**config.mk**
```make
export PLATFORM = sky130hd
export DESIGN_NAME = load_store_unit
export DESIGN_NICKNAME = d
export VERILOG_FILES = /design/src/bus_pkg.sv /design/src/load_store_unit.sv
export SDC_FILE = /design/constraint.sdc
export NUM_CORES = 1
export LEC_CHECK = 0
export ABC_AREA = 1
export BUFFER_PORTS_ARGS = -buffer_cell sky130_fd_sc_hd__buf_2
export CAP_MARGIN = 0
export CORE_AREA = 2 2 94 96
export DETAILED_ROUTE_END_ITERATION = 12
export DIE_AREA = 0 0 96 98
export MAX_ROUTING_LAYER = met4
export PLACE_DENSITY = 0.73
export SYNTH_ARGS = -nofsm -noshare
export SYNTH_HDL_FRONTEND = slang
export SYNTH_SLANG_ARGS = --single-unit
export TNS_END_PERCENT = 50
```
**constraint.sdc**
```tcl
create_clock -name i_clock -period 3.61 [get_ports i_clock]
set_input_delay 0.5415 -clock i_clock [delete_from_list [all_inputs] [get_ports i_clock]]
set_output_delay 0.5415 -clock i_clock [all_outputs]
set_load 0.02 [all_outputs]
```
**src/bus_pkg.sv**
```systemverilog
package bus_pkg;

	// Bus word sizes
	localparam int ADDR_WIDTH = 32;
	localparam int DATA_WIDTH = 32;

	// Byte address to word index
	localparam int WORD_BYTES = DATA_WIDTH / 8;
	localparam int BYTE_OFFSET_BITS = $clog2(WORD_BYTES);

	// RAM size, addresses wrap modulo this
	localparam int RAM_WORDS = 256;
	localparam int RAM_INDEX_WIDTH = $clog2(RAM_WORDS);

	// DMA word count
	localparam int COUNT_WIDTH = 8;

endpackage

```
**src/load_store_unit.sv**
```systemverilog
module load_store_unit (
	input  logic i_clock,
	input  logic i_reset,

	// Command
	input  logic i_start,
	input  logic i_write,
	input  logic [bus_pkg::ADDR_WIDTH-1:0] i_address,
	input  logic [bus_pkg::DATA_WIDTH-1:0] i_wdata,

	// Arbiter port
	output logic o_request,
	output logic o_rw,
	output logic [bus_pkg::ADDR_WIDTH-1:0] o_address,
	output logic [bus_pkg::DATA_WIDTH-1:0] o_wdata,
	input  logic i_ready,
	input  logic [bus_pkg::DATA_WIDTH-1:0] i_rdata,

	// Result
	output logic o_done,
	output logic [bus_pkg::DATA_WIDTH-1:0] o_rdata,
	output logic o_busy
);

	assign o_request = o_busy;

	always_ff @(posedge i_clock) begin
		if (i_reset) begin
			o_busy <= 1'b0;
			o_done <= 1'b0;
		end else begin
			o_done <= 1'b0;
			if (!o_busy) begin
				o_busy <= i_start;
			end else if (i_ready) begin
				o_busy <= 1'b0;
				o_done <= 1'b1;
			end
		end
	end

	// Command latch, stable for the whole transfer
	always_ff @(posedge i_clock) begin
		if (!o_busy && i_start) begin
			o_rw <= i_write;
			o_address <= i_address;
			o_wdata <= i_wdata;
		end
	end

	always_ff @(posedge i_clock) begin
		if (o_busy && i_ready && !o_rw)
			o_rdata <= i_rdata;	// Held after writes
	end

endmodule

```
==> reports/metrics.yaml <==
worst-r2r-cell-count: 2
drive_above_1_share: 0.6748
track_usage: 0.1477
worst_ep_arrival_time_ps: 1820
reg2reg_to: "o_address[20]"
ys_ff_latch: 99
synth_cell_types: 8
whs_path_depth: 2
p_leak_nw: 1.868
overflow: 0
finalCritPeriodShare: 0.4933
relSlewSlack: 0.3739
antenna_found_initial: 1
layout_common_cells: "200 x buf_2, 97 x edfxtp_1, 9 x clkbuf_8"
yosysTopAreaCell: "edfxtp_1"
initial_utilization: 0.3543
worst_ep_required_time_ps: 3650
cts_setup_buffers: 0
ctsHoldBuffers: 0
grt_setup_unrepaired: "false"
end_kind: "flip-flop"
grt_pass1_wl_um: 9811
min_period_ps: 1781
p_comb_frac: 0.090
area_growth_pct: 45.97
syn-cell-area_mm2: 0.002999
final_hold_viol_count: 0
fillers: 710
yosys_warnings: 0
status: "finished, final reports clean"
holdPathEnd: "o_done"
synth_top_area_share: 0.9712
root_buffer: "clkbuf_8"
vias: 1847
routed_wl_um: 6738
slew_violations: 0
wire_per_inst_um: 15.49
clkTransAtPathRegs_ps: 90
powerDensity_mw_per_mm2: 523.4
fp.dieH_um: 98
drtAntennaViolNets: 0
skew_ps: 11.62
synth_area_per_cell_um2: 27.51
drcViolationCount: 0
sw_frac_of_total: 0.2170
hold_slack_ps: 350.2
synth_nets: 210
power.internal_w: 0.001794
drt_iter0_drc: 57
final_core_util: 0.5171
nNetsFinal: 422
core_mm2: 0.008466
multi_input_area_um2: 41.29
io_buffers: 200
syn_inst: 109
ctsLongestPathBuffers: 2
cp_max_fo: 34
viasPerCell: 4.246
io_pins: 201
critPathLaunchType: "flip-flop"
rows: 34
dr.pass1.iters: 4
ys_seq_area_frac: 0.9846
clk_latency_ps: 350
drv_cap: 0
worstSetupStartpoint: "o_busy"
fin_tns_setup_ps: 0
cts_resized: 0
rrSetupSlack_ps: 1830
hp-class: "in2reg"
ir_worst_vdd_uv: 252.7
power_switching_w: 0.0004972
h-tree-depth: 3
cts_tree: "built"
dieArea_mm2: 0.009408
worst_pin_slew_ps: 937.0
layout_commonest_cell: "buf_2"
regArea_mm2: 0.002953
reg2reg_from: "o_busy"
path_class: "reg2reg"
pwr-share-clk: 0.324
finalSetupViolCount: 0
seqPwrFrac: 0.586
cts_buffers: 9
die_x_um: 96
synthTopCellsByArea: "edfxtp_1 97%, dfxtp_1 1.3%, nor2_1 0.50%, buf_4 0.25%, inv_1 0.25%"
grt_max_degree: 35
min_from: "i_reset"
gp_congestion: 0.7046
grt_pass1_vias: 1926
clock_sinks: 99
max_freq_ghz: 0.5616
-- power groups by stage --
| stage | Combinational, W | Sequential [W] | Clock (W) |
|---|---|---|---|
| after floorplan | 0.0000232 | 0.00144 | 0 |
| after global placement | 0.000207 | 0.00137 | 0 |
| after detailed placement | 0.000211 | 0.00137 | 0 |
| after CTS | 0.000212 | 0.00134 | 0.000773 |
| after global routing | 0.000223 | 0.00135 | 0.000821 |
| final | 0.000207 | 0.00134 | 0.000743 |
-- through the flow --
stage | instances | area, µm² | power [W] | setup slack, ps
floorplan | 109 | 3002 | 0.001463 | 937.7
global placement | 418 | 4165 | 0.001573 | 1598
detailed placement | 418 | 4165 | 0.001581 | 1530
CTS | 434 | 4375 | 0.002328 | 1790
global route | 435 | 4378 | 0.002392 | 1685
finish | 435 | 4378 | 0.002291 | 1829
-- kinds of logic after synthesis --
group / count (synthesis) / synth area share
and+or+nand+nor: 7 / 0.01043
buffers and inverters: 3 / 0.005008
DFF: 99 / 0.9846
-- synth_stat cells --
master,n
nand2_1,1
dfxtp_1,2
inv_1,2
buf_4,1
edfxtp_1,97
nand2_2,1
nor2_1,4
nor2_2,1
-- registers in the layout, indices dropped and copies added, names as in the netlist --
| signal | flops |
|---|---|
| o_address | 32 |
| o_busy | 1 |
| o_done | 1 |
| o_rdata | 32 |
| o_rw | 1 |
| o_wdata | 32 |
-- cell type report --
type                       count  share of cell area
antenna                        1           0.0005716
clock inverter                 5             0.01801
inverter                       2            0.001715
timing repair buffer         202              0.2349
sequential                    99              0.6745
clock buffer                  11             0.03001
tap                          108             0.03087
multi-input combinational      7            0.009431
-- worst max-delay path: stages, from the launching register on --
cell and delay (ps):
dfxtp_1 390, nor2_4 750, buf_12 290
-- layer usage --
| metal | GRT usage | share of wire |
|---|---|---|
| met1 | 0.1615 | 0.37 |
| met4 | 0.04286 | 0.0055 |
| met5 | - | 0 |
| met2 | 0.2404 | 0.51 |
| met3 | 0.06713 | 0.12 |
-- worst max path at each step --
stage	to	slack, ps	cells after the start
after floorplan	o_address[0]	940	2
after global placement	o_wdata[27]	1600	4
after detailed placement	o_wdata[9]	1530	4
after CTS	o_rw	1790	2
after global routing	o_wdata[10]	1680	2
final	o_address[20]	1830	2
No activity file was read; power rests on OpenSTA's default activity.
