### src/bus_pkg.sv
package bus_pkg;

	// Bus word sizes
	localparam int ADDR_WIDTH = 32;
	localparam int DATA_WIDTH = 32;

	// Byte address to word index
	localparam int WORD_BYTES = DATA_WIDTH / 8;
	localparam int BYTE_OFFSET_BITS = $clog2(WORD_BYTES);

	// RAM size, addresses wrap modulo this
	localparam int RAM_WORDS = 256;
	localparam int RAM_INDEX_WIDTH = $clog2(RAM_WORDS);

	// DMA word count
	localparam int COUNT_WIDTH = 8;

endpackage

### src/dma_copier.sv
module dma_copier (
	input  logic i_clock,
	input  logic i_reset,

	// Command
	input  logic i_start,
	input  logic [bus_pkg::ADDR_WIDTH-1:0] i_src,
	input  logic [bus_pkg::ADDR_WIDTH-1:0] i_dst,
	input  logic [bus_pkg::COUNT_WIDTH-1:0] i_count,

	// Arbiter port
	output logic o_request,
	output logic o_rw,
	output logic [bus_pkg::ADDR_WIDTH-1:0] o_address,
	output logic [bus_pkg::DATA_WIDTH-1:0] o_wdata,
	input  logic i_ready,
	input  logic [bus_pkg::DATA_WIDTH-1:0] i_rdata,

	// Status
	output logic o_done,
	output logic o_busy
);

	logic writing;	// Write half of the current word
	logic [bus_pkg::ADDR_WIDTH-1:0] src_ptr;
	logic [bus_pkg::ADDR_WIDTH-1:0] dst_ptr;
	logic [bus_pkg::COUNT_WIDTH-1:0] remaining;
	logic [bus_pkg::DATA_WIDTH-1:0] hold;

	assign o_request = o_busy;
	assign o_rw = writing;
	assign o_address = writing ? dst_ptr : src_ptr;
	assign o_wdata = hold;

	always_ff @(posedge i_clock) begin
		if (i_reset) begin
			o_busy <= 1'b0;
			o_done <= 1'b0;
			writing <= 1'b0;
		end else begin
			o_done <= 1'b0;
			if (!o_busy) begin
				writing <= 1'b0;
				if (i_start) begin
					o_busy <= (i_count != '0);
					o_done <= (i_count == '0);	// Empty copy
				end
			end else if (i_ready) begin
				writing <= !writing;
				if (writing && remaining == bus_pkg::COUNT_WIDTH'(1)) begin
					o_busy <= 1'b0;
					o_done <= 1'b1;
				end
			end
		end
	end

	always_ff @(posedge i_clock) begin
		if (!o_busy && i_start) begin
			src_ptr <= i_src;
			dst_ptr <= i_dst;
			remaining <= i_count;
		end else if (o_busy && i_ready) begin
			if (writing) begin
				dst_ptr <= dst_ptr + bus_pkg::ADDR_WIDTH'(bus_pkg::WORD_BYTES);
				remaining <= remaining - 1'b1;
			end else begin
				hold <= i_rdata;
				src_ptr <= src_ptr + bus_pkg::ADDR_WIDTH'(bus_pkg::WORD_BYTES);
			end
		end
	end

endmodule

### config.mk
export PLATFORM = sky130hd
export DESIGN_NAME = dma_copier
export DESIGN_NICKNAME = d
export VERILOG_FILES = /design/src/bus_pkg.sv /design/src/dma_copier.sv
export SDC_FILE = /design/constraint.sdc
export NUM_CORES = 1
export LEC_CHECK = 0
export BUFFER_PORTS_ARGS = -buffer_cell sky130_fd_sc_hd__buf_2
export CELL_PAD_IN_SITES_DETAIL_PLACEMENT = 1
export CELL_PAD_IN_SITES_GLOBAL_PLACEMENT = 2
export CORE_MARGIN = 4
export CORE_UTILIZATION = 29
export DETAILED_ROUTE_END_ITERATION = 6
export PLACE_DENSITY = 0.75
export SLEW_MARGIN = 20
export SYNTH_ARGS = -nofsm -noshare
export SYNTH_HDL_FRONTEND = slang
export SYNTH_SLANG_ARGS = --single-unit
### constraint.sdc
create_clock -name i_clock -period 3.51 [get_ports i_clock]
set_input_delay 0.702 -clock i_clock [delete_from_list [all_inputs] [get_ports i_clock]]
set_output_delay 0.702 -clock i_clock [all_outputs]
set_load 0.1 [all_outputs]
==> results.md <==
* Syn Nets at 634
* Port buffer count at around 180
* Reg2Reg Capture Point: src_ptr[30]
* First-pass GRT wire length at between 20000 and 30000 µm
* Worst Setup Path Type: register to output pin
* All-Layer GR Usage at 0.164
* Sink Count at roughly 110
* Cts bufs inserted at 9
* Resized Gates After CTS at 0
* DP HPWL at between 10000 and 15000 µm
* Slowest stage delay, CP at 0.45 ns
* Antenna-violating nets left at 0
* Hold Buf Count CTS at 0
* Initial Utilization at 0.296
* Status: complete, no violations
* Period utilization at 0.739
* Total wire length at ~19000 µm
* Root Driver: clkbuf_16
* Worst-path fanout max at 34
* WL per Instance at about 19 µm
* Async SR Flop Fraction at 0
* Leakage power at 0.00272 µW
* Violation count after the first detailed-route iteration at between 300 and 400
* Fin. max-slew vios at 0
* Pre-Repair DR Iteration Count at 4
* CTS clk-pin slew, worst paths at around 0.080 ns
* Die width at around 150 µm
* CTS tree: yes
* Delay-heaviest family, CP: buffers and inverters
* YS warnings at 0
* Flop2flop setup slack at 1.31 ns
* Post-synthesis sequential area ratio at 0.553
* Total number of vias at approximately 4800
* Final setup skew at ~0.0076 ns
* Minimum clock period at roughly 2.6 ns
* Max Freq at roughly 390 MHz
* Worst path depth at 3
* Crit end category: output pin
* Worst VDD drop at approximately 300 µV
* Layout cell share with drive strength beyond 1 at 0.354
* Global route overflow at 0
* Initial antenna violation count at 2
* Worst-margin pin slew at approximately 0.68 ns
* Gate Count Post-Synth at approximately 520
* Die Span Y at around 150 µm
* GPL Wtd Cong at about 0.83
* Vias per inst at just under 5
* Post-CTS setup buffers at 0
* Mapped Area at ~5800 µm²
* Leading cell types in the layout, fill and taps excluded: buf_2, edfxtp_1, nand2_1
* Final Hold Vio Count at 0
* Setup TNS at 0 ns
* Layout area overhead at 24.9%
* Clk Latency, worst-skew pair at between 0.3 and 0.4 ns
* Pwr dens at ~520 nW/µm²
* Cell Area, Placed at 6890 µm²
* Full die area at ~22000 µm²
* Cell Chain, Critical Path: buf_4, mux2_2, buf_2
* Worst path buffer plus inverter count at 2
* Data arrival time of the worst path at 1.89 ns
* Post-synth EDFFs at approximately 100
* Worst Path Required at roughly 2.8 ns
* Cell area after layout at between 7000 and 8000 µm²
* Final setup violation count at 0
* Worst Hold Class: primary input to register
* RR Startpoint: src_ptr[10]
* Number of global-route vias before repair at around 5000
* Largest net degree at the start of global routing at 76
* Avg Cell Area, Syn at 11.0 µm²
* Crit path from: o_rw
* Critical path capture point: o_address[12]
* RSZ-0062 raised after global routing: false
* Cell Rows at 51
* Slowest-stage cell, CP: buf_4
* Main flop type after synthesis: edfxtp_1
* DRC viols at 0
* R2R cell count at 5
* Core Area at 19500 µm²
* Max-Cap Viols at 0
* Boundary pin count at around 180
* # fillers at ~2300
* Power, Total at ~3700 µW
* Commonest non-fill, non-tap cell in the layout: buf_2
* Net count, final at 800
* Max Root-Sink Buffers at 2
* Post-synthesis register bit count at approximately 110
* Startpoint Class: register
* Distinct cells, synth at 41
* Slew Limit Headroom at 0.546
* Diode count at 0
* H-tree depth at 3
[where the power goes]
part / switching [µW] / total, µW / internal [µW]
logic: 729 / 959 / 230
registers: 138 / 1690 / 1550
clock network: 494 / 1060 / 561
total: 1360 / 3700 / 2340
[cells in the mapped netlist, types with 4 or more instances]
cell type,instances,share of area
edfxtp_1,104,0.54
buf_6,4,0.0078
nand2_1,81,0.053
nor2_1,24,0.016
and2_1,7,0.0076
xnor2_1,16,0.024
ha_1,4,0.0087
nand4_1,20,0.022
nor4_1,5,0.0054
o21ai_0,56,0.049
xor2_1,40,0.061
a31oi_1,8,0.0087
nand3_1,23,0.020
and3_1,17,0.018
o21ai_1,4,0.0035
mux2_2,32,0.063
clkbuf_1,17,0.011
inv_1,8,0.0052
or3_1,8,0.0087
a21oi_1,7,0.0061
nor3_1,7,0.0061
[metrics by stage]
| step | worst slack [ns] | cells | util | hold slack (ns) |
|---|---|---|---|---|
| after CTS | 0.893 | 958 | 0.369 | 0.508 |
| final | 0.917 | 958 | 0.369 | 0.523 |
| after global placement | 1.32 | 942 | 0.354 | 0.534 |
| after detailed placement | 1.29 | 942 | 0.354 | 0.543 |
| after global routing | 0.820 | 958 | 0.369 | 0.504 |
| after floorplan | 0.459 | 522 | - | 0.606 |
[worst min path at each step]
| stage | cells past startpoint | end | startpoint |
|---|---|---|---|
| finish | 1 | o_wdata[11] | i_rdata[11] |
| global route | 1 | o_wdata[11] | i_rdata[11] |
| CTS | 1 | o_wdata[11] | i_rdata[11] |
| detailed placement | 1 | o_rw | o_busy |
| global placement | 1 | o_rw | o_busy |
| floorplan | 1 | dst_ptr[2] | dst_ptr[2] |
[per-layer routing]
metal	part of all wire	vias up	GRT usage
met5	0.0012	-	0
met4	0.0066	4	0.0398
met3	0.066	12	0.0371
met2	0.46	165	0.261
met1	0.47	2333	0.228
li1	-	2242	-
[logic make-up after synthesis]
kind of cell,Yosys count,synth area share
AO/OA/AOI/OAI,77,0.0700
XOR/XNOR,56,0.0852
adder cells (fa/ha/maj),4,0.00870
buffers and inverters,34,0.0294
flip-flops,107,0.553
multiplexers,32,0.0626
AND/OR/NAND/NOR,212,0.191
[sequential cells by signal, indices dropped and copies added, names as in the netlist]
name	count
o_busy	1
o_done	1
o_wdata	32
dst_ptr	32
remaining	8
o_rw	1
src_ptr	32
[cell type report]
| cell class | count | area [µm²] | share of cell area |
|---|---|---|---|
| Timing Repair Buffer | 181 | 933 | 0.130 |
| Clock buffer | 9 | 225 | 0.0313 |
| Inverter | 8 | 30.0 | 0.00418 |
| Tap cell | 265 | 332 | 0.0461 |
| Sequential cell | 107 | 3180 | 0.443 |
| Multi-Input combinational cell | 381 | 2410 | 0.335 |
| Clock inverter | 7 | 76.3 | 0.0106 |
No activity file was read; power rests on OpenSTA's default activity.
