$ cat config.mk
export PLATFORM = sky130hd
export DESIGN_NAME = fetch_unit
export DESIGN_NICKNAME = d
export VERILOG_FILES = /design/src/bus_pkg.sv /design/src/fetch_unit.sv
export SDC_FILE = /design/constraint.sdc
export NUM_CORES = 1
export LEC_CHECK = 0
export BUFFER_PORTS_ARGS = -buffer_cell sky130_fd_sc_hd__buf_2
export CAP_MARGIN = 20
export CORE_MARGIN = 5
export CORE_UTILIZATION = 44
export DETAILED_ROUTE_END_ITERATION = 12
export HOLD_SLACK_MARGIN = 0.05
export PLACE_DENSITY = 0.84
export SYNTH_ARGS = -nofsm -noshare
export SYNTH_HDL_FRONTEND = slang
export SYNTH_SLANG_ARGS = --single-unit
$ cat constraint.sdc
create_clock -name i_clock -period 2.8 [get_ports i_clock]
set_input_delay 0.42 -clock i_clock [delete_from_list [all_inputs] [get_ports i_clock]]
set_output_delay 0.42 -clock i_clock [all_outputs]
set_load 0.05 [all_outputs]
$ cat src/bus_pkg.sv
package bus_pkg;

	// Bus word sizes
	localparam int ADDR_WIDTH = 32;
	localparam int DATA_WIDTH = 32;

	// Byte address to word index
	localparam int WORD_BYTES = DATA_WIDTH / 8;
	localparam int BYTE_OFFSET_BITS = $clog2(WORD_BYTES);

	// RAM size, addresses wrap modulo this
	localparam int RAM_WORDS = 256;
	localparam int RAM_INDEX_WIDTH = $clog2(RAM_WORDS);

	// DMA word count
	localparam int COUNT_WIDTH = 8;

endpackage

$ cat src/fetch_unit.sv
module fetch_unit (
	input  logic i_clock,
	input  logic i_reset,

	// Command
	input  logic i_start,
	input  logic [bus_pkg::ADDR_WIDTH-1:0] i_address,

	// Arbiter port
	output logic o_request,
	output logic [bus_pkg::ADDR_WIDTH-1:0] o_address,
	input  logic i_ready,
	input  logic [bus_pkg::DATA_WIDTH-1:0] i_rdata,

	// Result
	output logic o_valid,
	output logic [bus_pkg::DATA_WIDTH-1:0] o_word,
	output logic o_busy
);

	assign o_request = o_busy;

	always_ff @(posedge i_clock) begin
		if (i_reset) begin
			o_busy <= 1'b0;
			o_valid <= 1'b0;
		end else begin
			o_valid <= 1'b0;
			if (!o_busy) begin
				o_busy <= i_start;	// Start while busy is lost
			end else if (i_ready) begin
				o_busy <= 1'b0;
				o_valid <= 1'b1;
			end
		end
	end

	always_ff @(posedge i_clock) begin
		if (!o_busy && i_start)
			o_address <= i_address;
		if (o_busy && i_ready)
			o_word <= i_rdata;
	end

endmodule

==> flow_summary.json, run 1 <==
{
  "outcome": "completed",
  "synth.yosys.seq_area_share": 0.974,
  "crit_path_max_fanout": 5,
  "grt_setup_unrepaired": "false",
  "vdd.ir_drop.worst_v": 0.000489,
  "layout-drive-gt1-share": 0.674,
  "numPortBuffers": 134,
  "finalMaxSlewViolations": 0,
  "post_layout_total_power_mw": 2.14,
  "cp.depth": 1,
  "min_delay_path_depth": 1,
  "finalWorstSetupSlack_ps": 1400,
  "path_buf_inv": 1,
  "post-synth-top-area-fraction": 0.954,
  "die_h_microns": 77.7,
  "via_count": 1226,
  "grt_start_max_net_pins": 35,
  "multi_input_area_sq_um": 45.0,
  "total_leakage_power_nw": 1.25,
  "first_pass_grt_wire_length_microns": 6220,
  "detailedPlace.worstSlack_ps": 1320,
  "viasPerCell": 4.49,
  "nFillCells": 290,
  "crit_required_ps": 2380,
  "syn_avg_cell_area_sq_um": 28.0,
  "core_area_sq_um": 4380,
  "async_s_r_ff_share_synth": 0,
  "clkPwrFrac": 0.331,
  "gp_routability_congestion": 0.655,
  "floorplan.io_pins": 135,
  "finalSetupTns_ps": 0,
  "synth_warnings": 0,
  "clock_sink_count": 66,
  "clock_tree.buffer_depth": 2,
  "final-hold-violation-count": 0,
  "hpwl_microns": 3250,
  "finalSetupViolations": 0,
  "worst_tran_pin_value_ps": 672,
  "critPathMaxStageDelay_ps": 380,
  "synth.ff_latch_count": 66,
  "final.period_utilization": 0.502,
  "p_switching_mw": 0.526,
  "drtPass1Iterations": 4,
  "synthTopCellsByCount": "edfxtp_1, dfxtp_1",
  "timing.clock.skew_ps": 5.33,
  "worst_max_slew_margin_expressed_relative_to_the_limit": 0.552,
  "grt_antenna_before_repair": 0,
  "hold_path.class": "in2reg",
  "synth.most_common_cell": "edfxtp_1",
  "drtIter0Drc": 72,
  "first_global_vias": 1310,
  "critPathSlowestCell": "dfxtp_1",
  "global_route.overflow_total": 0,
  "n_antenna_cell": 0,
  "critPathKind": "reg2out",
  "p_int_mw": 1.61,
  "comb_power_share": 0.131,
  "switching_share": 0.246,
  "r2r-start": "o_busy",
  "worst_setup_path_end_kind": "output pin",
  "cts_max_level": 3,
  "post_synth_inst_count": 72,
  "synth-main-ff-cell": "edfxtp_1",
  "area_growth_pct": 45.0,
  "final.hold.worst_slack_ps": 272,
  "r2r.worst_path.cells": 1,
  "share_seq_of_total_power": 0.539,
  "synth_cell_types": 8,
  "syn-cell-area_sq_um": 2010,
  "fmax_mhz": 712,
  "mappedNetlistNets": 140,
  "cts_made_buffers": 9,
  "wl_microns": 4110,
  "post-cts-setup-buffer-count": 0,
  "synthDominantAreaCellType": "edfxtp_1",
  "cells_along_the_critical_path": "buf_2",
  "post_cts_resized": 0,
  "globalRouteTotalUtil": 0.139,
  "synth_area_leaders": "edfxtp_1, dfxtp_1, nor2b_4",
  "rows": 24,
  "detail_route.drc_violations": 0,
  "final_period_minus_worst_setup_slack_ps": 1400,
  "initial_utilization": 0.459,
  "die-width_microns": 77.7,
  "tritoncts": "built",
  "cts_hold_repair.buffers": 0,
  "finish.net_count": 284,
  "worst_setup_start_kind": "flip-flop",
  "worst-endpoint-arrival_ps": 980,
  "worst_hold_startpoint": "i_address[13]",
  "clk_latency_ps": 320,
  "clock_pin_slew_on_the_worst_setup_and_hold_paths_ps": 60,
  "timing.critical_path.from": "o_busy",
  "route.antenna.remaining_nets": 0,
  "path_delay_family": "flip-flops",
  "drt_wl_cell_microns": 15.1,
  "number_of_enable_type_register_cells_in_the_synthesized_netlist": 64,
  "fp.dieArea_sq_um": 6030,
  "final-seq-area_sq_um": 1960,
  "powerDensity_nw_per_um2": 732,
  "cap_violations": 0,
  "clockRootBuffer": "clkbuf_8"
}
## worst paths after layout
kind                         to  slack (ps)
setup reg to reg  o_address[30]        1420
hold / removal    o_address[13]         270
setup / recovery         o_busy        1400
hold reg to reg          o_busy         540
## cell type report
| cell class | count | share of cell area |
|---|---|---|
| Timing Repair Buffer | 134 | 0.230 |
| Clock inverter | 4 | 0.0146 |
| Clock buffer | 12 | 0.0463 |
| Sequential cell | 66 | 0.672 |
| Multi-Input combinational cell | 5 | 0.0154 |
| Tap cell | 52 | 0.0223 |
## power by group through the flow
stage	combinational [mW]	clock, mW	sequential, mW
6_report	0.279	0.707	1.15
5_1_grt	0.294	0.778	1.16
4_1_cts	0.282	0.730	1.15
3_5_place_dp	0.282	0	1.17
3_3_place_gp	0.279	0	1.17
2_1_floorplan	0.0264	0	1.34
## sequential cells by signal, indices dropped and copies added, names as in the netlist
signal / cells
o_address: 32
o_word: 32
o_busy: 1
o_valid: 1
## logic make-up (layout without fill, tap and decap cells)
logic type | after synthesis | after routing | share of synthesized area
flops | 66 | 66 | 0.974
buf+inv | 1 | 150 | 0.00373
simple gates | 5 | 5 | 0.0224
## routing by layer
layer  vias to the layer above  global-route usage  part of all wire  wire length (microns)
met5                         -                   0                 0                      0
met4                         0              0.0876             0.023                     94
met3                        10              0.0961              0.22                    899
met2                       118               0.200              0.43                   1760
met1                       527               0.148              0.33                   1350
li1                        571                   -                 -                      -
## cell usage in the layout (no fill, tap or decap)
cell and count:
clkinv_2 1, clkinv_1 2, clkbuf_1 3, nor2_1 1, bufinv_16 1, dfxtp_1 2, clkbuf_8 9, and2_4 1
nor3_2 1, nor2b_4 1, edfxtp_1 64, buf_2 134, and2b_2 1
## through the flow
stage / instances / utilization / cell area, sq um
floorplan: 72 / - / 2010
global placement: 257 / 0.626 / 2740
detailed placement: 257 / 0.626 / 2740
CTS: 273 / 0.666 / 2920
global route: 273 / 0.666 / 2920
finish: 273 / 0.666 / 2920
Power figures use the tool's default switching activity.
==> run 2, diff against run 1 <==
--- a/config.mk
+++ b/config.mk
@@ -8,10 +8,10 @@
 export BUFFER_PORTS_ARGS = -buffer_cell sky130_fd_sc_hd__buf_2
 export CAP_MARGIN = 20
 export CORE_MARGIN = 5
-export CORE_UTILIZATION = 44
+export CORE_UTILIZATION = 37
 export DETAILED_ROUTE_END_ITERATION = 12
 export HOLD_SLACK_MARGIN = 0.05
-export PLACE_DENSITY = 0.84
+export PLACE_DENSITY = 0.75
 export SYNTH_ARGS = -nofsm -noshare
 export SYNTH_HDL_FRONTEND = slang
 export SYNTH_SLANG_ARGS = --single-unit
==> constraint.sdc (replaced) <==
create_clock -name i_clock -period 1.25 [get_ports i_clock]
set_input_delay 0.1875 -clock i_clock [delete_from_list [all_inputs] [get_ports i_clock]]
set_output_delay 0.1875 -clock i_clock [all_outputs]
set_load 0.05 [all_outputs]
==> run 2 against run 1 <==
Against the previous run:
- combinational power grew to 3.0 times the previous value
- power grew 130%
- first-iteration DRC count shrank 35%
- clock skew grew 0.65 ps
- register-to-register slack lost 1300 ps
- critical path type unchanged
- core utilization grew 3.4 points
- hold slack lost 140 ps
- final cell count grew 32%
- setup slack lost 1300 ps
- via count grew 23%
==> flow_summary.json, run 2 (synthesis results as in run 1) <==
{
  "outcome": "completed",
  "dpl-instance-area_sq_um": 2830,
  "n_antenna_cell": 0,
  "clock_tree.buffer_depth": 2,
  "cells_along_the_critical_path": "buf_2",
  "die-width_microns": 83.8,
  "grt_antenna_before_repair": 0,
  "worst_tran_pin_value_ps": 265,
  "clk_latency_ps": 340,
  "fmax_mhz": 870,
  "final-hold-violation-count": 0,
  "finalWorstSetupSlack_ps": 100,
  "p_switching_mw": 1.26,
  "area_growth_pct": 81.0,
  "first_pass_grt_wire_length_microns": 8870,
  "viasPerCell": 4.20,
  "clock_pin_slew_on_the_worst_setup_and_hold_paths_ps": 60,
  "crit_required_ps": 1060,
  "wl_microns": 5600,
  "path_buf_inv": 1,
  "worst_setup_start_kind": "flip-flop",
  "drtIter0Drc": 47,
  "numPortBuffers": 134,
  "cts_max_level": 3,
  "placedCellCount": 279,
  "clkPwrFrac": 0.311,
  "die_h_microns": 83.8,
  "final.period_utilization": 0.920,
  "drt_wl_cell_microns": 15.5,
  "worst_setup_path_end_kind": "output pin",
  "critPathSlowestCell": "edfxtp_1",
  "gp_routability_congestion": 0.741,
  "powerDensity_nw_per_um2": 1360,
  "p_int_mw": 3.69,
  "grt_setup_unrepaired": "false",
  "layout_commonest_cell": "buf_2",
  "path_delay_family": "flip-flops",
  "rows": 26,
  "globalRouteTotalUtil": 0.173,
  "core_area_sq_um": 5200,
  "post_cts_resized": 0,
  "cap_violations": 0,
  "switching_share": 0.254,
  "tritoncts": "built",
  "layout.cell_area.non_filler_sq_um": 3650,
  "vdd.ir_drop.worst_v": 0.00109,
  "route.antenna.remaining_nets": 0,
  "worst_max_slew_margin_expressed_relative_to_the_limit": 0.824,
  "post_layout_total_power_mw": 4.95,
  "finalSetupViolations": 0,
  "initial_utilization": 0.387,
  "floorplan.io_pins": 135,
  "final.hold.worst_slack_ps": 128,
  "largest_registers": "o_address: 32 flops, o_word: 32 flops",
  "fp.dieArea_sq_um": 7020,
  "total_leakage_power_nw": 1.55,
  "clockRootBuffer": "clkbuf_8",
  "grt_start_max_net_pins": 35,
  "first_global_vias": 1694,
  "cts_made_buffers": 9,
  "final_period_minus_worst_setup_slack_ps": 1150,
  "global_route.overflow_total": 0,
  "detailedPlace.worstSlack_ps": 125,
  "final_cell_count_no_fill": 360,
  "share_seq_of_total_power": 0.522,
  "critPathMaxStageDelay_ps": 350,
  "clock_sink_count": 66,
  "drtPass1Iterations": 4,
  "hold_path.class": "in2reg",
  "timing.clock.skew_ps": 5.98,
  "worst-endpoint-arrival_ps": 960,
  "finalMaxSlewViolations": 0,
  "detail_route.drc_violations": 0,
  "finish.net_count": 353,
  "via_count": 1512,
  "utilization": 0.700,
  "comb_power_share": 0.166,
  "layout-drive-gt1-share": 0.531,
  "critPathKind": "reg2out",
  "crit_path_max_fanout": 1,
  "final_cell_mix": "buf_2, dlygate4sd3_1, edfxtp_1, clkbuf_8, clkbuf_1",
  "finalSetupTns_ps": 0
}
==> run 2: cell types whose count changed in the layout (fill, tap and decap cells not counted), moves of 2 or more <==
cell	previous run	this run
clkbuf_1	3	5
buf_12	0	2
clkinv_1	2	0
dlygate4sd3_1	0	65
buf_4	0	2
clkbuf_8	9	11
==> run 2: worst paths after layout <==
kind,startpoint,endpoint,slack [ps],cells past startpoint
worst max-delay path,o_word[31],o_word[31],100,1
worst min-delay path,i_start,o_busy,130,3
worst max register to register,o_busy,o_address[11],120,2
worst min register to register,o_busy,o_busy,540,2
==> run 2: what timing repair did <==
action,4_1_cts,5_1_grt
hold buffers,65,0
setup buffers,0,0
endpoints found under the hold margin,66,0
==> run 2: final cells by class <==
type	instances	area, sq um
Sequential cell	66	1970
Fill cell	333	1560
Timing Repair Buffer	203	1380
Clock buffer	16	170
Tap cell	70	87.6
Multi-Input combinational cell	5	46.3
==> run 2: power groups by stage <==
stage	logic, mW	registers [mW]	clock network (mW)
4_1_cts	0.817	2.58	1.57
3_5_place_dp	0.660	2.63	0
2_1_floorplan	0.0611	2.99	0
6_report	0.824	2.58	1.54
3_3_place_gp	0.654	2.62	0
5_1_grt	0.863	2.59	1.71
==> run 2: routing by layer <==
metal  vias up  part of all wire  wire length, microns  GRT usage
met5         -                 0                     0          0
met2       115              0.47                  2620      0.267
met4         0             0.021                   116     0.0789
li1        710                 -                     -          -
met1       678              0.37                  2090      0.181
met3         9              0.14                   776      0.116
