$ cat config.mk
export PLATFORM = sky130hd
export DESIGN_NAME = bus_access
export DESIGN_NICKNAME = d
export VERILOG_FILES = /design/src/arb_pkg.sv /design/src/bus_pkg.sv /design/src/bus_access.sv
export SDC_FILE = /design/constraint.sdc
export NUM_CORES = 1
export LEC_CHECK = 0
export BUFFER_PORTS_ARGS = -buffer_cell sky130_fd_sc_hd__buf_2
export CAP_MARGIN = 20
export CORE_AREA = 10 10 134 136
export CTS_CLUSTER_DIAMETER = 40
export CTS_CLUSTER_SIZE = 20
export DETAILED_ROUTE_END_ITERATION = 8
export DIE_AREA = 0 0 144 146
export PLACE_DENSITY = 0.55
export RECOVER_POWER = 50
export SYNTH_ARGS = -nofsm -noshare
export SYNTH_HDL_FRONTEND = slang
export SYNTH_SLANG_ARGS = --single-unit
$ cat constraint.sdc
create_clock -name i_clock -period 1.5 [get_ports i_clock]
set_input_delay 0.15 -clock i_clock [delete_from_list [all_inputs] [get_ports i_clock]]
set_output_delay 0.15 -clock i_clock [all_outputs]
set_load 0.02 [all_outputs]
$ cat src/arb_pkg.sv
package arb_pkg;

	localparam int STATE_WIDTH = 2;

	// Arbiter states, one SERVE state per port
	localparam logic [STATE_WIDTH-1:0] IDLE = 2'd0;
	localparam logic [STATE_WIDTH-1:0] SERVE_FETCH = 2'd1;	// Port A
	localparam logic [STATE_WIDTH-1:0] SERVE_LS = 2'd2;	// Port B
	localparam logic [STATE_WIDTH-1:0] SERVE_DMA = 2'd3;	// Port C

	// Grant order, highest first
	localparam logic [STATE_WIDTH-1:0] PRIO_FIRST_LS = SERVE_LS;
	localparam logic [STATE_WIDTH-1:0] PRIO_SECOND_FETCH = SERVE_FETCH;
	localparam logic [STATE_WIDTH-1:0] PRIO_THIRD_DMA = SERVE_DMA;

endpackage

$ cat src/bus_pkg.sv
package bus_pkg;

	// Bus word sizes
	localparam int ADDR_WIDTH = 32;
	localparam int DATA_WIDTH = 32;

	// Byte address to word index
	localparam int WORD_BYTES = DATA_WIDTH / 8;
	localparam int BYTE_OFFSET_BITS = $clog2(WORD_BYTES);

	// RAM size, addresses wrap modulo this
	localparam int RAM_WORDS = 256;
	localparam int RAM_INDEX_WIDTH = $clog2(RAM_WORDS);

	// DMA word count
	localparam int COUNT_WIDTH = 8;

endpackage

$ cat src/bus_access.sv
module bus_access #(
	parameter bit REGISTERED = 1'b0
)(
	input  logic i_clock,
	input  logic i_reset,

	// Memory bus
	output logic o_bus_rw,
	output logic o_bus_request,
	input  logic i_bus_ready,
	output logic [bus_pkg::ADDR_WIDTH-1:0] o_bus_address,
	input  logic [bus_pkg::DATA_WIDTH-1:0] i_bus_rdata,
	output logic [bus_pkg::DATA_WIDTH-1:0] o_bus_wdata,

	// Port A, read only
	input  logic i_pa_request,
	output logic o_pa_ready,
	input  logic [bus_pkg::ADDR_WIDTH-1:0] i_pa_address,
	output logic [bus_pkg::DATA_WIDTH-1:0] o_pa_rdata,

	// Port B
	input  logic i_pb_rw,
	input  logic i_pb_request,
	output logic o_pb_ready,
	input  logic [bus_pkg::ADDR_WIDTH-1:0] i_pb_address,
	output logic [bus_pkg::DATA_WIDTH-1:0] o_pb_rdata,
	input  logic [bus_pkg::DATA_WIDTH-1:0] i_pb_wdata,

	// Port C
	input  logic i_pc_rw,
	input  logic i_pc_request,
	output logic o_pc_ready,
	input  logic [bus_pkg::ADDR_WIDTH-1:0] i_pc_address,
	output logic [bus_pkg::DATA_WIDTH-1:0] o_pc_rdata,
	input  logic [bus_pkg::DATA_WIDTH-1:0] i_pc_wdata
);

	logic [arb_pkg::STATE_WIDTH-1:0] state;
	logic [arb_pkg::STATE_WIDTH-1:0] pick;	// Winner among current requests
	logic [arb_pkg::STATE_WIDTH-1:0] sel;	// Port steering the command mux
	logic sel_request;
	logic sel_rw;
	logic [bus_pkg::ADDR_WIDTH-1:0] sel_address;
	logic [bus_pkg::DATA_WIDTH-1:0] sel_wdata;

	always_comb begin
		if (i_pb_request)
			pick = arb_pkg::PRIO_FIRST_LS;
		else if (i_pa_request)
			pick = arb_pkg::PRIO_SECOND_FETCH;
		else if (i_pc_request)
			pick = arb_pkg::PRIO_THIRD_DMA;
		else
			pick = arb_pkg::IDLE;
	end

	assign sel = (state == arb_pkg::IDLE) ? pick : state;

	always_comb begin
		sel_request = 1'b0;
		sel_rw = 1'b0;
		sel_address = '0;
		sel_wdata = '0;
		case (sel)
			arb_pkg::SERVE_FETCH: begin
				sel_request = i_pa_request;
				sel_address = i_pa_address;
			end
			arb_pkg::SERVE_LS: begin
				sel_request = i_pb_request;
				sel_rw = i_pb_rw;
				sel_address = i_pb_address;
				sel_wdata = i_pb_wdata;
			end
			arb_pkg::SERVE_DMA: begin
				sel_request = i_pc_request;
				sel_rw = i_pc_rw;
				sel_address = i_pc_address;
				sel_wdata = i_pc_wdata;
			end
			default: ;
		endcase
	end

	// Ready only to the port being served
	assign o_pa_ready = i_pa_request && (state == arb_pkg::SERVE_FETCH) && i_bus_ready;
	assign o_pb_ready = i_pb_request && (state == arb_pkg::SERVE_LS) && i_bus_ready;
	assign o_pc_ready = i_pc_request && (state == arb_pkg::SERVE_DMA) && i_bus_ready;

	assign o_pa_rdata = i_bus_rdata;
	assign o_pb_rdata = i_bus_rdata;
	assign o_pc_rdata = i_bus_rdata;

	if (!REGISTERED) begin : g_comb
		logic [arb_pkg::STATE_WIDTH-1:0] next_state;

		always_comb begin
			if (state == arb_pkg::IDLE)
				next_state = pick;
			else if (i_bus_ready)
				next_state = arb_pkg::IDLE;
			else
				next_state = state;
		end

		always_ff @(posedge i_clock) begin
			if (i_reset)
				state <= arb_pkg::IDLE;
			else
				state <= next_state;
		end

		// Command is out during the grant, request follows in SERVE
		assign o_bus_request = (state != arb_pkg::IDLE) && sel_request;
		assign o_bus_rw = sel_rw;
		assign o_bus_address = sel_address;
		assign o_bus_wdata = sel_wdata;
	end else begin : g_reg
		always_ff @(posedge i_clock) begin
			if (i_reset) begin
				state <= arb_pkg::IDLE;
				o_bus_request <= 1'b0;
			end else if (state == arb_pkg::IDLE) begin
				state <= pick;
				o_bus_request <= sel_request;
			end else if (i_bus_ready) begin
				state <= arb_pkg::IDLE;
				o_bus_request <= 1'b0;
			end
		end

		always_ff @(posedge i_clock) begin
			if (state == arb_pkg::IDLE) begin	// Held through SERVE
				o_bus_rw <= sel_rw;
				o_bus_address <= sel_address;
				o_bus_wdata <= sel_wdata;
			end
		end
	end

endmodule

==> impl_metrics.py, run 1 <==
metrics = {
    "run_status": {
        "status": "complete, but fails checks",
        "violations": "setup timing",
    },
    "clock_network": {
        "clock_latency_ns": 0.22,
        "clock-sinks": 2,
        "cts_tree": "done",
        "postCtsHoldBufs": 0,
        "cts_inserted_buffers": 3,
        "clk_pin_slew_ns": 0.03,
        "root_buffer": "clkbuf_16",
        "cts_max_level": 1,
        "clock_path_buffers": 2,
    },
    "timing": {
        "rsz0062_at_grt": "true",
        "min_period_over_period": 1.16,
        "worst_pin_slew_ns": 0.464,
        "layout_min_cycle_time_ns": 1.75,
        "hold_violations": 0,
        "fmax_ghz": 0.573,
        "tns_ns": -13.33,
        "maxSlewViolCount": 0,
        "setup_viol": 65,
        "fin_skew_ns": 0.00167,
        "slew_headroom": 0.688,
        "worst_slack_ns": -0.245,
    },
    "critical_path": {
        "path_buf_inv": 4,
        "cpMaxStageDelayCell": "dfxtp_4",
        "cp_cell_sequence": "buf_6, o21ba_4, buf_4, buf_6, a22o_1, buf_6",
        "rr_worst_depth": 6,
        "crit_top_cell": "buf_6",
        "worstSetupStartpointType": "flip-flop",
        "crit_fanout": 6,
        "path_class": "flip-flop to output pin",
        "worstPathRequired_ns": 1.35,
        "worstSetupEndpointType": "output pin",
        "critPathTopFamily": "buffers and inverters",
        "arrival_ns": 1.60,
        "path_depth": 6,
        "max_stage_delay_ns": 0.38,
    },
    "synthesis": {
        "syn_nets": 589,
        "yosysMostFrequentCell": "buf_4",
        "syn_avg_cell_area_sq_um": 7.71,
        "netlist_area_sq_mm": 0.00300,
        "yosysWarnings": 0,
        "yosys-top-cells-count": "buf_4, a22o_1",
        "syn_inst": 389,
        "netlist.area_leader.share": 0.255,
        "synth-seq-cells": 2,
        "synth.area.top_cells": "buf_4, o41ai_2, a22o_1, buf_6, o21a_1",
        "yosysSeqAreaShare": 0.0134,
        "synth_flop_cell": "dfxtp_1",
        "synth_top_area_cell": "buf_4",
        "ys_types": 29,
        "async_reset_ff_frac": 0,
        "synth-edff-count": 0,
    },
    "final_layout": {
        "area_delta_synth_final_pct": 46.7,
        "drive_gt1_frac": 0.642,
        "reg_top3": "state (2)",
        "layout.nets": 730,
        "largest_reg_flops": 2,
        "fin_area_sq_mm": 0.00440,
        "top_register": "state",
        "diodes": 0,
    },
    "pwr": {
        "power_switching_w": 0.00128,
        "cellPowerDensity_mw_per_mm2": 645,
        "clkPwrFrac": 0.139,
        "seqPwrFrac": 0.026,
        "ir_drop_mv": 0.412,
        "swShare": 0.451,
        "p_leak_nw": 2.09,
        "p_comb_frac": 0.835,
        "intPower_w": 0.00156,
    },
    "global_route": {
        "grt_start_max_net_pins": 51,
        "grt_usage": 0.117,
        "antenna_found_initial": 0,
        "grt_pass1_vias": 3794,
        "overflow": 0,
        "grt_first_pass_wirelength_microns": 20200,
    },
    "route": {
        "vias_per_cell": 4.92,
        "ant_nets": 0,
        "wl_per_cell_microns": 19.8,
        "dr.pass1.iters": 4,
        "drc": 0,
        "drtIter0Drc": 79,
        "detailroute.via_count": 3541,
        "drt_wl_total_microns": 14300,
    },
    "placed_design": {
        "placed_area_sq_mm": 0.00366,
        "dpl.hpwl_microns": 10700,
        "port_buffers": 236,
        "gp_congestion": 0.761,
    },
    "flow_run": {
        "cap_viol_max_count": 0,
    },
    "floorplan": {
        "die_x_microns": 144,
        "io_pins": 365,
        "start_util": 0.194,
        "rows": 46,
        "dieArea_sq_mm": 0.0210,
        "die_height_microns": 146,
        "core_area_sq_mm": 0.0155,
    },
    "hold_path": {
        "hold_class": "primary input to flip-flop",
        "hold_depth": 2,
    },
}
-- per-layer routing --
metal	global-route usage	routed length [microns]	share of wire	vias to the layer above
li1	-	-	-	1656
met1	0.120	5330	0.37	1662
met2	0.212	7310	0.51	212
met3	0.0558	1570	0.11	11
met4	0.0153	48	0.0034	0
met5	0	0	0	-
-- final timing paths --
check                    endpoint  startpoint  slack (ns)
setup / recovery  o_bus_wdata[29]    state[0]       -0.25
hold reg to reg          state[1]    state[1]        0.79
setup reg to reg         state[0]    state[1]        0.41
hold / removal           state[1]     i_reset        0.09
-- worst reg2reg max path, stage by stage, from the launching register on --
cell and delay [ns]:
dfxtp_4 0.37, nor2_4 0.14, buf_4 0.12, buf_4 0.09, buf_4 0.09, nand3_1 0.06
a21oi_1 0.14
-- stage by stage --
step / util / cells / worst slack [ns] / hold WS (ns) / total power (W)
5_1_grt: 0.284 / 720 / -0.316 / 0.109 / 0.00301
4_1_cts: 0.251 / 707 / -0.241 / 0.0889 / 0.00253
3_3_place_gp: 0.237 / 701 / -0.0469 / 0.300 / 0.00200
3_5_place_dp: 0.237 / 701 / -0.106 / 0.300 / 0.00201
2_1_floorplan: - / 389 / -0.00815 / 0.219 / 0.00169
6_report: 0.284 / 720 / -0.245 / 0.0898 / 0.00284
-- cells in the final DEF (no fill, tap or decap), drive strengths merged, types with 2 or more instances in the layout --
cell and instances:
o22ai 32, and4 3, buf 273, clkbuf 6, a22o 34, dfxtp 2
nand2b 3, a21oi 5, nor4 32, nor2 33, o41ai 32, o21a 32
nand2 32
-- cells by family after synthesis --
logic type	count (synthesis)	synth area share
AO/OA/AOI/OAI	137	0.433
buffers and inverters	142	0.371
multiplexers	1	0.00334
AND/OR/NAND/NOR	107	0.179
flip-flops	2	0.0134
-- layout make-up --
cell class                 count  area (sq um)
fill                        1704         11100
clock buffer                   3          75.1
tap                          192           240
multi-input combinational    245          2000
sequential                     2          47.5
inverter                       2          7.51
timing repair buffer         276          2030
-- power groups by stage --
stage,combinational [W],clock [W],sequential [W]
global placement,0.00192,0,0.0000775
floorplan,0.00163,0,0.0000607
global route,0.00252,0.000413,0.0000754
CTS,0.00205,0.000402,0.0000769
detailed placement,0.00193,0,0.0000787
finish,0.00237,0.000395,0.0000735
-- what timing repair did --
| action | in CTS | in global routing |
|---|---|---|
| gates cloned | 0 | 4 |
| resized for setup | 40 | 101 |
| setup endpoints to repair | 66 | 67 |
| setup buffers | 3 | 9 |
| pin swaps | 7 | 33 |
Power figures use the tool's default switching activity.
==> run 2: changes to the inputs <==
--- a/config.mk
+++ b/config.mk
@@ -9,3 +9,3 @@
 export CAP_MARGIN = 20
-export CORE_AREA = 10 10 134 136
+export CORE_AREA = 2 2 141 143
 export CTS_CLUSTER_DIAMETER = 40
@@ -13,4 +13,5 @@
 export DETAILED_ROUTE_END_ITERATION = 8
-export DIE_AREA = 0 0 144 146
-export PLACE_DENSITY = 0.55
+export DIE_AREA = 0 0 143 145
+export GPL_ROUTABILITY_DRIVEN = 1
+export PLACE_DENSITY = 0.47
 export RECOVER_POWER = 50
--- a/constraint.sdc
+++ b/constraint.sdc
@@ -3,2 +3,2 @@
 set_output_delay 0.15 -clock i_clock [all_outputs]
-set_load 0.02 [all_outputs]
+set_load 0.01 [all_outputs]
==> run 2 against run 1 <==
  * The run still ends with setup timing left
  * Combinational power fell by 23%
  * Total power fell by 19%
  * First-iteration DRC count fell by 10%
  * Clock skew fell by 0.0011 ns
  * Sequential share of layout area rose by 0.095 points
  * Register-to-register slack barely moved
  * Sequential power rose by 1%
  * Clock-buffer cell count did not move
  * Non-clock buffer count fell by 9
  * Critical path type unchanged
==> impl_metrics.py, run 2 (synthesis results as in run 1) <==
metrics = {
    "run_status": {
        "status": "complete, but fails checks",
        "violations": "setup timing",
    },
    "clock_network": {
        "cts_inserted_buffers": 3,
        "clock-sinks": 2,
        "clk_pin_slew_ns": 0.03,
        "clock_latency_ns": 0.22,
        "root_buffer": "clkbuf_16",
        "clock_path_buffers": 2,
        "cts_tree": "done",
        "cts_max_level": 1,
    },
    "placed_design": {
        "placed_cells": 779,
        "placed_area_sq_mm": 0.00378,
        "gp_congestion": 0.731,
        "port_buffers": 236,
        "dpl.hpwl_microns": 10000,
    },
    "global_route": {
        "grtUsageMet1": 0.119,
        "overflow": 0,
        "use_met2": 0.202,
        "grt.busiest_layer": "met2",
        "grt_usage": 0.109,
        "met3_usage": 0.0356,
        "antenna_found_initial": 0,
        "grt_start_max_net_pins": 45,
        "grt_first_pass_wirelength_microns": 18200,
        "grt_pass1_vias": 3412,
    },
    "critical_path": {
        "cp_cell_sequence": "nand2b_4, buf_6, o22ai_1, o41ai_2, buf_2",
        "path_class": "flip-flop to output pin",
        "worstSetupStartpointType": "flip-flop",
        "arrival_ns": 1.59,
        "path_buf_inv": 2,
        "max_stage_delay_ns": 0.39,
        "crit_fanout": 11,
        "worstSetupEndpointType": "output pin",
        "critPathTopFamily": "compound AO/OA/AOI/OAI gates",
        "worstPathRequired_ns": 1.35,
        "cpMaxStageDelayCell": "dfxtp_4",
    },
    "floorplan": {
        "core_area_sq_mm": 0.0192,
        "rows": 51,
        "die_height_microns": 145,
        "die_x_microns": 143,
        "start_util": 0.156,
        "dieArea_sq_mm": 0.0207,
        "io_pins": 365,
    },
    "timing": {
        "layout_min_cycle_time_ns": 1.74,
        "worst_pin_slew_ns": 0.504,
        "worst_slack_ns": -0.237,
        "fin_skew_ns": 0.000607,
        "setup_viol": 65,
        "hold_violations": 0,
        "slew_headroom": 0.661,
        "rsz0062_at_grt": "true",
        "fmax_ghz": 0.576,
        "whs_ns": 0.0923,
        "maxSlewViolCount": 0,
        "min_period_over_period": 1.16,
    },
    "pwr": {
        "ir_drop_mv": 0.218,
        "power_switching_w": 0.00100,
        "cellPowerDensity_mw_per_mm2": 568,
        "p_leak_nw": 1.93,
        "seqPwrFrac": 0.032,
        "p_comb_frac": 0.796,
        "p_total_w": 0.00230,
        "swShare": 0.436,
        "clkPwrFrac": 0.172,
        "intPower_w": 0.00130,
    },
    "flow_run": {
        "cap_viol_max_count": 0,
    },
    "final_layout": {
        "area_delta_synth_final_pct": 34.8,
        "reg_top3": "state (2)",
        "final_cell_mix": "buf_2, nor2_1, o21a_1, a22o_1, nand2_1",
        "utilization": 0.210,
        "fin_cells": 784,
        "fillers": 2158,
        "diodes": 0,
        "fin_area_sq_mm": 0.00404,
        "largest_reg_flops": 2,
        "drive_gt1_frac": 0.618,
        "top_register": "state",
        "layout.nets": 721,
        "mostFrequentLayoutCell": "buf_2",
    },
    "route": {
        "detailroute.via_count": 3433,
        "drtIter0Drc": 71,
        "ant_nets": 0,
        "drc": 0,
        "drt_wl_total_microns": 12400,
        "vias_per_cell": 4.38,
        "dr.pass1.iters": 4,
        "wl_per_cell_microns": 15.8,
    },
    "hold_path": {
        "hold_class": "primary input to flip-flop",
    },
}
## run 2: through the flow
step | TNS, ns | setup slack [ns]
6_report | -11.29 | -0.237
5_1_grt | -15.79 | -0.322
4_1_cts | -11.99 | -0.250
3_5_place_dp | -1.07 | -0.0808
3_3_place_gp | -0.598 | -0.0562
2_1_floorplan | 0 | 0.156
## run 2: power groups by stage
stage          Sequential [W]  Combinational (W)  Clock, W
2_1_floorplan       0.0000607            0.00132         0
5_1_grt             0.0000764            0.00198  0.000409
4_1_cts             0.0000758            0.00181  0.000403
3_5_place_dp        0.0000759            0.00174         0
6_report            0.0000742            0.00183  0.000395
3_3_place_gp        0.0000755            0.00174         0
## run 2: cell type report
class	instances	area (sq um)	area share
Inverter	2	7.51	0.00186
Clock buffer	3	75.1	0.0186
Sequential cell	2	47.5	0.0118
Tap cell	265	332	0.0820
Multi-Input combinational cell	245	1990	0.491
Timing Repair Buffer	267	1600	0.395
## run 2: final timing paths
check                 from                to  slack (ns)  cells after the start
setup / recovery  state[1]  o_bus_address[6]       -0.24                      5
hold / removal     i_reset          state[0]        0.09                      2
setup reg to reg  state[1]          state[1]        0.40                      4
hold reg to reg   state[0]          state[0]        0.69                      3
## run 2: metal layers
layer  vias to the layer above  wire [microns]  part of all wire
met3                        17            1300              0.10
met5                         -               0                 0
met1                      1547            4600              0.37
met2                       233            6370              0.51
li1                       1636               -                 -
met4                         0             150             0.012
## run 2: repair_timing
action,in CTS,in global routing
hold endpoints to repair,0,0
resized for setup,19,9
hold buffers,0,0
pin swaps,3,2
endpoints found under the setup margin,66,66
buffers inserted,0,2
